### config.mk
export PLATFORM = sky130hd
export DESIGN_NAME = uart_tx_hub
export DESIGN_NICKNAME = d
export VERILOG_FILES = /design/src/uart_hub_pkg.sv /design/src/credit_fifo.sv /design/src/tx_arbiter.sv /design/src/uart_tx.sv /design/src/uart_tx_hub.sv
export VERILOG_INCLUDE_DIRS = /design/src
export SDC_FILE = /design/constraint.sdc
export NUM_CORES = 1
export LEC_CHECK = 0
export BUFFER_PORTS_ARGS = -buffer_cell sky130_fd_sc_hd__clkbuf_2
export CAP_MARGIN = 15
export CORE_MARGIN = 2
export CORE_UTILIZATION = 45
export CTS_BUF_LIST = sky130_fd_sc_hd__clkbuf_16
export DETAILED_ROUTE_END_ITERATION = 8
export GPL_ROUTABILITY_DRIVEN = 0
export PLACE_DENSITY = 0.76
export SETUP_SLACK_MARGIN = 0.02
export SYNTH_ARGS = -nofsm -noshare
export SYNTH_HDL_FRONTEND = slang
export SYNTH_SLANG_ARGS = --single-unit
export TNS_END_PERCENT = 1
### constraint.sdc
create_clock -name i_Clock -period 2.55 [get_ports i_Clock]
set_input_delay 0 -clock i_Clock [delete_from_list [all_inputs] [get_ports i_Clock]]
set_output_delay 0 -clock i_Clock [all_outputs]
set_load 0.05 [all_outputs]
### src/uart_hub_defines.svh
// Build-time sizing for the UART transmit hub
// Queue depth also sets the credits each producer owns after reset
// Port index type in the package is one bit, so port count stays at 2
`ifndef UART_HUB_DEFINES_SVH
`define UART_HUB_DEFINES_SVH

////////////////////////////////////////
// Queue and port sizing
////////////////////////////////////////

// Entries per producer queue, equal to initial credits
`define UART_HUB_FIFO_DEPTH 4

// Number of byte producers sharing the transmitter
`define UART_HUB_NUM_PORTS 2

// Width of clocks-per-bit input and bit-period counter
`define UART_HUB_CPB_WIDTH 16

`endif

### src/uart_hub_pkg.sv
// Shared types for the UART transmit hub
// port_idx_t is sized for two producers only
package uart_hub_pkg;

  ////////////////////////////////////////
  // Payload types
  ////////////////////////////////////////

  // One serial data byte
  typedef logic [7:0] data_t;

  // Producer number, one bit covers two ports
  typedef logic [0:0] port_idx_t;

  // Request word from arbiter to transmitter
  // Source tag travels with the byte for the whole frame
  typedef struct packed {
    port_idx_t src;
    data_t     data;
  } tx_req_t;

endpackage

### src/credit_fifo.sv
// Per-producer byte queue with credit-based flow control
// Producer starts with UART_HUB_FIFO_DEPTH credits and writes only against one
// Writes while full are a producer error and do not touch stored entries
// One credit returns per pop, registered one cycle after the pop
`include "uart_hub_defines.svh"

module credit_fifo
  import uart_hub_pkg::*;
(
  input  logic  i_Clock,
  input  logic  i_Rst_L,
  input  logic  i_wr_valid,
  input  data_t i_wr_data,
  input  logic  i_pop,
  output logic  o_not_empty,
  output data_t o_head,
  output logic  o_credit_return
);

  localparam int DEPTH = `UART_HUB_FIFO_DEPTH;
  localparam int PTR_W = (DEPTH > 1) ? $clog2(DEPTH) : 1;
  localparam int CNT_W = $clog2(DEPTH + 1);

  data_t            r_mem [DEPTH];
  logic [PTR_W-1:0] r_wr_ptr;
  logic [PTR_W-1:0] r_rd_ptr;
  logic [CNT_W-1:0] r_count;
  logic             w_push;
  logic             w_pop;

  // Qualified push and pop
  assign w_push = i_wr_valid && (r_count != CNT_W'(DEPTH));
  assign w_pop  = i_pop && o_not_empty;

  assign o_not_empty = (r_count != '0);
  assign o_head      = r_mem[r_rd_ptr];

  ////////////////////////////////////////
  // Storage
  ////////////////////////////////////////

  always_ff @(posedge i_Clock)
  begin
    if (w_push)
    begin
      r_mem[r_wr_ptr] <= i_wr_data;
    end
  end

  ////////////////////////////////////////
  // Pointers, occupancy, credit return
  ////////////////////////////////////////

  always_ff @(posedge i_Clock or negedge i_Rst_L)
  begin
    if (!i_Rst_L)
    begin
      r_wr_ptr        <= '0;
      r_rd_ptr        <= '0;
      r_count         <= '0;
      o_credit_return <= 1'b0;
    end
    else
    begin
      // Circular wrap, depth need not be a power of two
      if (w_push)
      begin
        r_wr_ptr <= (r_wr_ptr == PTR_W'(DEPTH - 1)) ? '0 : r_wr_ptr + 1'b1;
      end
      if (w_pop)
      begin
        r_rd_ptr <= (r_rd_ptr == PTR_W'(DEPTH - 1)) ? '0 : r_rd_ptr + 1'b1;
      end
      // Push and pop together leave the count unchanged
      if (w_push && !w_pop)
      begin
        r_count <= r_count + 1'b1;
      end
      else if (w_pop && !w_push)
      begin
        r_count <= r_count - 1'b1;
      end
      // One credit back per entry removed
      o_credit_return <= w_pop;
    end
  end

endmodule

### src/tx_arbiter.sv
// Round-robin arbiter between producer queues and the transmitter
// Grants only while the transmitter is idle and no request went out last cycle
// Pop is combinational; request word and valid are registered
`include "uart_hub_defines.svh"

module tx_arbiter
  import uart_hub_pkg::*;
(
  input  logic                              i_Clock,
  input  logic                              i_Rst_L,
  input  logic  [`UART_HUB_NUM_PORTS-1:0]   i_not_empty,
  input  data_t [`UART_HUB_NUM_PORTS-1:0]   i_head,
  input  logic                              i_tx_busy,
  output logic  [`UART_HUB_NUM_PORTS-1:0]   o_pop,
  output logic                              o_req_valid,
  output tx_req_t                           o_req
);

  localparam int NUM_PORTS = `UART_HUB_NUM_PORTS;

  port_idx_t r_last;
  port_idx_t w_grant_idx;
  logic      w_grant_any;

  ////////////////////////////////////////
  // Grant selection
  ////////////////////////////////////////

  // Search starts one past the last winner
  always_comb
  begin
    int idx;
    idx         = 0;
    w_grant_any = 1'b0;
    w_grant_idx = '0;
    o_pop       = '0;
    // Busy is not yet visible in the cycle after an issue
    if (!i_tx_busy && !o_req_valid)
    begin
      for (int k = 1; k <= NUM_PORTS; k++)
      begin
        idx = (int'(r_last) + k) % NUM_PORTS;
        if (i_not_empty[idx] && !w_grant_any)
        begin
          w_grant_any = 1'b1;
          w_grant_idx = port_idx_t'(idx);
        end
      end
    end
    if (w_grant_any)
    begin
      o_pop[w_grant_idx] = 1'b1;
    end
  end

  ////////////////////////////////////////
  // Registered request
  ////////////////////////////////////////

  always_ff @(posedge i_Clock or negedge i_Rst_L)
  begin
    if (!i_Rst_L)
    begin
      // Port 0 wins the first contest
      r_last      <= port_idx_t'(NUM_PORTS - 1);
      o_req_valid <= 1'b0;
    end
    else
    begin
      o_req_valid <= w_grant_any;
      // Pointer moves only on a grant
      if (w_grant_any)
      begin
        r_last <= w_grant_idx;
      end
    end
  end

  // Tagged byte, qualified by o_req_valid
  always_ff @(posedge i_Clock)
  begin
    if (w_grant_any)
    begin
      o_req.src  <= w_grant_idx;
      o_req.data <= i_head[w_grant_idx];
    end
  end

endmodule

### src/uart_tx.sv
// 8N1 serial transmitter, LSB first, no parity
// i_clks_per_bit = clock rate / baud rate, must be at least 1
// Period is sampled every cycle, so hold it steady during a frame
// Start bit drives the line one cycle after i_req_valid
// Done pulses the cycle after the last stop-bit cycle as busy falls
`include "uart_hub_defines.svh"

module uart_tx
  import uart_hub_pkg::*;
(
  input  logic                           i_Clock,
  input  logic                           i_Rst_L,
  input  logic                           i_req_valid,
  input  tx_req_t                        i_req,
  input  logic [`UART_HUB_CPB_WIDTH-1:0] i_clks_per_bit,
  output logic                           o_tx_busy,
  output logic                           o_tx_serial,
  output port_idx_t                      o_tx_src,
  output logic                           o_tx_done
);

  typedef enum logic [1:0] {
    S_IDLE,
    S_START,
    S_DATA,
    S_STOP
  } tx_state_t;

  tx_state_t                      r_state;
  logic [`UART_HUB_CPB_WIDTH-1:0] r_clk_cnt;
  logic [2:0]                     r_bit_idx;
  data_t                          r_data;
  logic                           w_bit_end;
  logic                           w_accept;

  // Last clock of the current bit period
  assign w_bit_end = (r_clk_cnt == i_clks_per_bit - 1'b1);
  assign w_accept  = (r_state == S_IDLE) && i_req_valid;

  // Frame byte held until the stop bit
  always_ff @(posedge i_Clock)
  begin
    if (w_accept)
    begin
      r_data <= i_req.data;
    end
  end

  ////////////////////////////////////////
  // Frame state machine
  ////////////////////////////////////////

  always_ff @(posedge i_Clock or negedge i_Rst_L)
  begin
    if (!i_Rst_L)
    begin
      r_state     <= S_IDLE;
      r_clk_cnt   <= '0;
      r_bit_idx   <= '0;
      o_tx_busy   <= 1'b0;
      o_tx_serial <= 1'b1;
      o_tx_src    <= '0;
      o_tx_done   <= 1'b0;
    end
    else
    begin
      o_tx_done <= 1'b0;
      case (r_state)
        S_IDLE:
        begin
          r_clk_cnt <= '0;
          r_bit_idx <= '0;
          if (i_req_valid)
          begin
            // Start bit goes out with busy
            o_tx_serial <= 1'b0;
            o_tx_busy   <= 1'b1;
            o_tx_src    <= i_req.src;
            r_state     <= S_START;
          end
          else
          begin
            o_tx_serial <= 1'b1;
          end
        end

        S_START:
        begin
          if (w_bit_end)
          begin
            r_clk_cnt   <= '0;
            o_tx_serial <= r_data[0];
            r_state     <= S_DATA;
          end
          else
          begin
            r_clk_cnt <= r_clk_cnt + 1'b1;
          end
        end

        S_DATA:
        begin
          if (w_bit_end)
          begin
            r_clk_cnt <= '0;
            if (r_bit_idx == 3'd7)
            begin
              // Stop bit
              o_tx_serial <= 1'b1;
              r_state     <= S_STOP;
            end
            else
            begin
              o_tx_serial <= r_data[r_bit_idx + 3'd1];
              r_bit_idx   <= r_bit_idx + 3'd1;
            end
          end
          else
          begin
            r_clk_cnt <= r_clk_cnt + 1'b1;
          end
        end

        S_STOP:
        begin
          if (w_bit_end)
          begin
            r_clk_cnt <= '0;
            o_tx_busy <= 1'b0;
            o_tx_done <= 1'b1;
            r_state   <= S_IDLE;
          end
          else
          begin
            r_clk_cnt <= r_clk_cnt + 1'b1;
          end
        end

        default:
        begin
          r_state <= S_IDLE;
        end
      endcase
    end
  end

endmodule

### src/uart_tx_hub.sv
// Two credit-based byte queues sharing one 8N1 transmitter
// Each producer owns UART_HUB_FIFO_DEPTH credits after reset
// Idle hub latency is 3 cycles from write to start bit
// o_tx_src names the producer of the frame on the line
`include "uart_hub_defines.svh"

module uart_tx_hub
  import uart_hub_pkg::*;
(
  input  logic                              i_Clock,
  input  logic                              i_Rst_L,
  input  logic  [`UART_HUB_CPB_WIDTH-1:0]   i_clks_per_bit,
  input  logic  [`UART_HUB_NUM_PORTS-1:0]   i_wr_valid,
  input  data_t [`UART_HUB_NUM_PORTS-1:0]   i_wr_data,
  output logic  [`UART_HUB_NUM_PORTS-1:0]   o_credit_return,
  output logic                              o_tx_serial,
  output logic                              o_tx_active,
  output port_idx_t                         o_tx_src,
  output logic                              o_tx_done
);

  logic  [`UART_HUB_NUM_PORTS-1:0] w_not_empty;
  data_t [`UART_HUB_NUM_PORTS-1:0] w_head;
  logic  [`UART_HUB_NUM_PORTS-1:0] w_pop;
  logic                            w_req_valid;
  tx_req_t                         w_req;

  ////////////////////////////////////////
  // Producer queues
  ////////////////////////////////////////

  for (genvar p = 0; p < `UART_HUB_NUM_PORTS; p++)
  begin : g_port
    credit_fifo u_fifo (
      .i_Clock         (i_Clock),
      .i_Rst_L         (i_Rst_L),
      .i_wr_valid      (i_wr_valid[p]),
      .i_wr_data       (i_wr_data[p]),
      .i_pop           (w_pop[p]),
      .o_not_empty     (w_not_empty[p]),
      .o_head          (w_head[p]),
      .o_credit_return (o_credit_return[p])
    );
  end

  // Picks a queue when the line frees up
  tx_arbiter u_arbiter (
    .i_Clock     (i_Clock),
    .i_Rst_L     (i_Rst_L),
    .i_not_empty (w_not_empty),
    .i_head      (w_head),
    .i_tx_busy   (o_tx_active),
    .o_pop       (w_pop),
    .o_req_valid (w_req_valid),
    .o_req       (w_req)
  );

  // Busy doubles as the frame-active output
  uart_tx u_tx (
    .i_Clock        (i_Clock),
    .i_Rst_L        (i_Rst_L),
    .i_req_valid    (w_req_valid),
    .i_req          (w_req),
    .i_clks_per_bit (i_clks_per_bit),
    .o_tx_busy      (o_tx_active),
    .o_tx_serial    (o_tx_serial),
    .o_tx_src       (o_tx_src),
    .o_tx_done      (o_tx_done)
  );

endmodule

==> results of run 1 <==
## timing repair
| item | in CTS | in global routing |
|---|---|---|
| pin swaps | 1 | 4 |
| hold buffers | 17 | 0 |
| hold endpoints to repair | 90 | 0 |
| endpoints found under the setup margin | 2 | 4 |
| buffers inserted | 0 | 2 |
| gates resized for setup | 0 | 9 |
## final timing paths
| kind | slack [ps] | end | cells after the start | start |
|---|---|---|---|---|
| max in group asynchronous | 1630 | u_arbiter.r_last | 3 | i_Rst_L |
| worst max-delay path | 30 | u_tx.r_bit_idx[1] | 7 | u_tx.r_clk_cnt[2] |
| worst max register to register | 30 | u_tx.r_bit_idx[1] | 7 | u_tx.r_clk_cnt[2] |
| min in group asynchronous | 180 | u_tx.r_bit_idx[2] | 2 | i_Rst_L |
| worst min register to register | 420 | u_tx.r_data[3] | 0 | u_arbiter.o_req[3] |
| worst min-delay path | 100 | g_port[0].u_fifo.r_wr_ptr[1] | 4 | i_wr_valid[0] |
## layer usage
metal / vias up / track usage (%) / wire, um
li1: 1716 / - / -
met1: 1757 / 20.2 / 4700
met2: 72 / 29.5 / 5690
met3: 18 / 3.05 / 328
met4: 0 / 7.91 / 212
met5: - / 0 / 0
## critical path, stage by stage (launching register included)
cell	delay, ps
dfrtp_1	380
or3_4	330
o211a_1	130
or4b_4	500
nor4_4	340
and2_4	220
mux2_4	300
a22o_1	200
## flip-flops by register name (all words and copies together) (netlist names), 2 cells and up
name,cells
g_port.u_fifo.r_mem,64
u_tx.r_clk_cnt,16
u_arbiter.o_req,9
u_tx.r_data,8
g_port.u_fifo.r_count,6
g_port.u_fifo.r_rd_ptr,4
g_port.u_fifo.r_wr_ptr,4
u_tx.r_bit_idx,3
g_port.u_fifo.o_credit_return,2
u_tx.r_state,2
## cell families (layout without fill, tap and decap cells)
kind of cell / count (synthesis) / after routing
compound gates: 39 / 39
xor+xnor: 38 / 38
fa+ha+maj: 22 / 22
buf+inv: 29 / 138
flops: 124 / 124
mux: 35 / 35
simple gates: 121 / 121
## Yosys cell counts, types with 3 or more instances
library cell | number | share of area [%]
mux2_2 | 12 | 2.3
inv_1 | 17 | 1.1
nor2b_1 | 3 | 0.32
nor2_1 | 36 | 2.3
mux4_2 | 18 | 7.0
o21ai_0 | 6 | 0.52
clkbuf_1 | 5 | 0.32
buf_4 | 3 | 0.39
and2_1 | 11 | 1.2
nand4_1 | 9 | 0.97
or3_1 | 5 | 0.54
edfxtp_1 | 81 | 42
a22o_1 | 3 | 0.45
xnor2_1 | 17 | 2.6
buf_1 | 3 | 0.19
xor2_1 | 21 | 3.2
dfrtp_1 | 41 | 18
nand3_1 | 7 | 0.60
nand2_1 | 21 | 1.4
mux2_1 | 3 | 0.58
ha_1 | 20 | 4.3
nor3_1 | 6 | 0.52
nor4_1 | 3 | 0.32
## power by group
| part | internal, mW | total [mW] | switching [mW] |
|---|---|---|---|
| registers | 2.52 | 2.72 | 0.198 |
| clock network | 1.66 | 2.55 | 0.896 |
| logic | 0.614 | 1.33 | 0.719 |
| total | 4.79 | 6.60 | 1.81 |
## per-stage QoR
step           util (%)  worst slack, ps  total power, mW
6_report           57.6             25.4             6.60
2_1_floorplan         -            -77.9             3.57
3_5_place_dp       50.8             -147             4.01
5_1_grt            57.6            -62.7             6.91
3_3_place_gp       50.8            -72.3             3.91
4_1_cts            57.2             24.3             6.61
## area by class of cell
class | count | area, um2 | share of cell area (%)
repair buffers | 89 | 621 | 8.54
multi-input cells | 255 | 2220 | 30.6
well taps | 172 | 215 | 2.96
inverters | 17 | 63.8 | 0.878
flip-flops and latches | 124 | 3510 | 48.3
clock inverters | 15 | 211 | 2.91
clock buffers | 17 | 425 | 5.85
==> results.yml, run 1 <==
placement:
  dp_hpwl_um: 7440
  placed_area_mm2: 0.00641
  io_buffers: 41
  dp.cells: 638
synth:
  syn_area_per_cell_um2: 14.2
  synth_edf_count: 81
  synth_cells: 408
  syn-cell-area_mm2: 0.00580
  synthSimpleGateAreaFrac_pct: 11.3
  synthFlopType: "edfxtp_1"
  async_reset_ff_share_pct: 34.7
  synth_seq_cells: 124
  synth.area.mux_share_pct: 10.3
  synth_xor_area_share_pct: 5.74
  synthAdderAreaFrac_pct: 5.00
  synth_top_family_by_area: "simple AND/OR/NAND/NOR gates"
  synth-compound-area-share_pct: 5.00
  ys_warn_count: 0
  ys_types: 63
  ys_seq_area_share_pct: 60.5
  synthesis.nets: 466
cells_and_area:
  syn2layout_area_growth_pct: 25.3
  finalNetCount: 562
  diodes: 0
  nFillCells: 975
  drive_above_1_share_pct: 30.0
  stdcell_area_mm2: 0.00727
  layout_commonest_cell: "edfxtp_1"
  final_cell_mix: "81 x edfxtp_1, 41 x dfrtp_1, 41 x clkbuf_2, 36 x nor2_1, 30 x buf_4"
  fin_cells: 689
sta:
  hold_viol_final: 0
  maxSlewHeadroom_pct: 54.0
  setup_viol: 0
  fin_tns_setup_ps: 0
  fin_crit_sh_pct: 99.0
  whs_ps: 96.2
  rsz0062_at_grt: "true"
  slew_viol_final: 0
  max_slew.worst_pin.slew_ps: 689
  max_freq_mhz: 396
  period_minus_slack_ps: 2520
  fin_skew_ps: 9.84
worst_setup_path:
  crit_required_ps: 2840
  end_kind: "flip-flop"
  startpoint_type: "flip-flop"
  worst-path-max-fanout: 3
  crit_type: "flip-flop to flip-flop"
  worst_ep_arrival_time_ps: 2810
cts:
  cts_max_level: 4
  clock_tree.buffer_depth: 2
  cts_sinks: 124
  cts_inserted_buffers: 17
  cts-root-buf: "clkbuf_16"
  cts_tree: "done"
  clock_latency_ps: 400
  path_clk_slew_ps: 60
die:
  initial_core_util_pct: 46.0
  core-area_mm2: 0.0126
  rows: 41
  die_x_um: 118
  dieArea_mm2: 0.0138
  die_h_um: 118
  pin_count: 42
job:
  cap_violations: 0
route:
  dr.pass1.iters: 4
  routedWlPerCell_um: 15.9
  dr_total_vias: 3563
  initialDrtViolationCount: 236
  drcViolationCount: 0
  final_antenna_net_count: 0
  wl_um: 10900
  avgViaCountPerCell: 5.17
run_status:
  status: "finished clean"
global_routing:
  first_global_vias: 3892
  antenna_found_initial: 0
  grt_max_degree: 28
  overflow: 0
  grt.total_usage_pct: 16.8
  grt_pass1_wl_um: 18300
pwr:
  cellPowerDensity_mw_per_mm2: 908
  ir_drop_mv: 0.584
  power.leakage_nw: 2.93
min_path:
  hold_path_class: "primary input to flip-flop"
(Power assumes the default switching activity.)
==> run 2: changes to the inputs <==
Settings changed: CTS_BUF_LIST sky130_fd_sc_hd__clkbuf_16 to not set, REMOVE_ABC_BUFFERS set to 1, SKIP_CTS_REPAIR_TIMING set to 1.
==> results.yml, run 2 (same netlist as run 1, synthesis figures left out) <==
die:
  initial_core_util_pct: 46.0
  die_x_um: 118
  core-area_mm2: 0.0126
  pin_count: 42
  rows: 41
  dieArea_mm2: 0.0138
  die_h_um: 118
worst_setup_path:
  crit_type: "flip-flop to flip-flop"
  cpPeakStageDelay_ps: 490
  worst-path-max-fanout: 3
  critPathSlowestCell: "or4b_4"
  startpoint_type: "flip-flop"
  path_buf_inv: 0
  end_kind: "flip-flop"
  worst_ep_arrival_time_ps: 2720
  crit_required_ps: 2840
  reg2regPathDepth: 7
  worstSetupPathDepth: 7
  cpLargestDelayFamily: "simple AND/OR/NAND/NOR gates"
  critical_path.cell_chain: "or3_4 -> o211a_1 -> or4b_4 -> nor4_4 -> and2_4 -> mux2_1 -> a22o_1"
pwr:
  power.leakage_nw: 2.89
  p_sw_mw: 1.84
  p_comb_share_pct: 19.7
  p_int_mw: 4.65
  cellPowerDensity_mw_per_mm2: 899
  power.share.switching_pct: 28.3
  pwr-share-clk_pct: 38.2
  ir_drop_mv: 0.597
  finalPower_mw: 6.48
  seq_power_share_pct: 42.2
cts:
  clock_tree.buffer_depth: 2
  path_clk_slew_ps: 60
  cts_sinks: 124
  cts_inserted_buffers: 17
  cts-root-buf: "clkbuf_16"
  clock_latency_ps: 410
  cts_max_level: 4
  cts_tree: "done"
route:
  drcViolationCount: 0
  dr_total_vias: 3585
  routedWlPerCell_um: 16.7
  top_layer: "met4"
  wl_met2_um: 6040
  final_antenna_net_count: 0
  wl_um: 11400
  initialDrtViolationCount: 236
  met1_length_um: 4750
  avgViaCountPerCell: 5.23
  dr.pass1.iters: 4
  met3_length_um: 398
placement:
  placed_area_mm2: 0.00638
  dp_hpwl_um: 7720
  dp.cells: 635
  io_buffers: 41
sta:
  period_minus_slack_ps: 2420
  fin_crit_sh_pct: 95.0
  max_slew.worst_pin.slew_ps: 670
  rsz0062_at_grt: "false"
  fin_tns_setup_ps: 0
  hold_viol_final: 0
  maxSlewHeadroom_pct: 55.3
  fin_skew_ps: 8.99
  slew_viol_final: 0
  setup_viol: 0
  max_freq_mhz: 413
global_routing:
  grt.total_usage_pct: 17.1
  grt_max_degree: 27
  overflow: 0
  first_global_vias: 3717
  grt_pass1_wl_um: 18400
  antenna_found_initial: 0
cells_and_area:
  stdcell_area_mm2: 0.00721
  largest_registers: "g_port.u_fifo.r_mem: 64 flops, u_tx.r_clk_cnt: 16 flops, u_arbiter.o_req: 9 flops"
  layout_commonest_cell: "edfxtp_1"
  largest_register_ffs: 64
  final_cell_mix: "81 x edfxtp_1, 41 x dfrtp_1, 41 x clkbuf_2, 36 x nor2_1, 26 x buf_4"
  drive_above_1_share_pct: 29.4
  final_util_pct: 57.1
  fin_cells: 685
  nFillCells: 1021
  diodes: 0
  largest-register: "g_port.u_fifo.r_mem"
  syn2layout_area_growth_pct: 24.3
  finalNetCount: 558
min_path:
  hold_path_class: "primary input to flip-flop"
  holdPathStages: 4
run_status:
  status: "finished clean"
job:
  cap_violations: 0
-- run 2: final timing paths --
kind	slack (ps)	end	from
worst min register to register	420	u_tx.r_data[1]	u_arbiter.o_req[1]
worst max-delay path	130	u_tx.r_bit_idx[2]	u_tx.r_clk_cnt[2]
max in group asynchronous	1670	u_arbiter.r_last	i_Rst_L
worst max register to register	130	u_tx.r_bit_idx[2]	u_tx.r_clk_cnt[2]
min in group asynchronous	170	u_tx.r_clk_cnt[5]	i_Rst_L
worst min-delay path	70	g_port[1].u_fifo.r_wr_ptr[1]	i_wr_valid[1]
-- run 2: power by group through the flow --
stage               sequential [mW]  clock, mW  combinational, mW
floorplan                      2.73          0              0.804
global placement               2.73          0               1.17
detailed placement             2.76          0               1.25
CTS                            2.73       2.51               1.26
global route                   2.77       2.61               1.44
finish                         2.73       2.48               1.27
-- run 2: layer usage --
| layer | up-vias | track usage, % |
|---|---|---|
| met5 | - | 0 |
| met4 | 0 | 6.93 |
| met3 | 22 | 3.59 |
| met2 | 101 | 29.7 |
| met1 | 1759 | 20.8 |
| li1 | 1703 | - |
-- run 2: area by class of cell --
| cell class | count | area (um2) | share of cell area, % |
|---|---|---|---|
| clock buffer | 18 | 429 | 5.95 |
| tap | 172 | 215 | 2.99 |
| multi-input combinational | 255 | 2220 | 30.8 |
| timing repair buffer | 85 | 591 | 8.19 |
| inverter | 17 | 63.8 | 0.885 |
| clock inverter | 14 | 183 | 2.53 |
| sequential | 124 | 3510 | 48.7 |
-- run 2: worst register-to-register path, stage by stage (launching register included) --
cell     delay [ps]
dfrtp_1         380
or3_4           400
o211a_1         140
or4b_4          490
nor4_4          170
and2_4          210
mux2_1          340
a22o_1          190
-- run 2: through the flow --
stage	setup slack (ps)	hold WS (ps)
floorplan	-553	-296
detailed placement	-142	79.5
global route	17.8	117
global placement	-99.0	52.2
finish	128	74.8
CTS	-28.9	-368
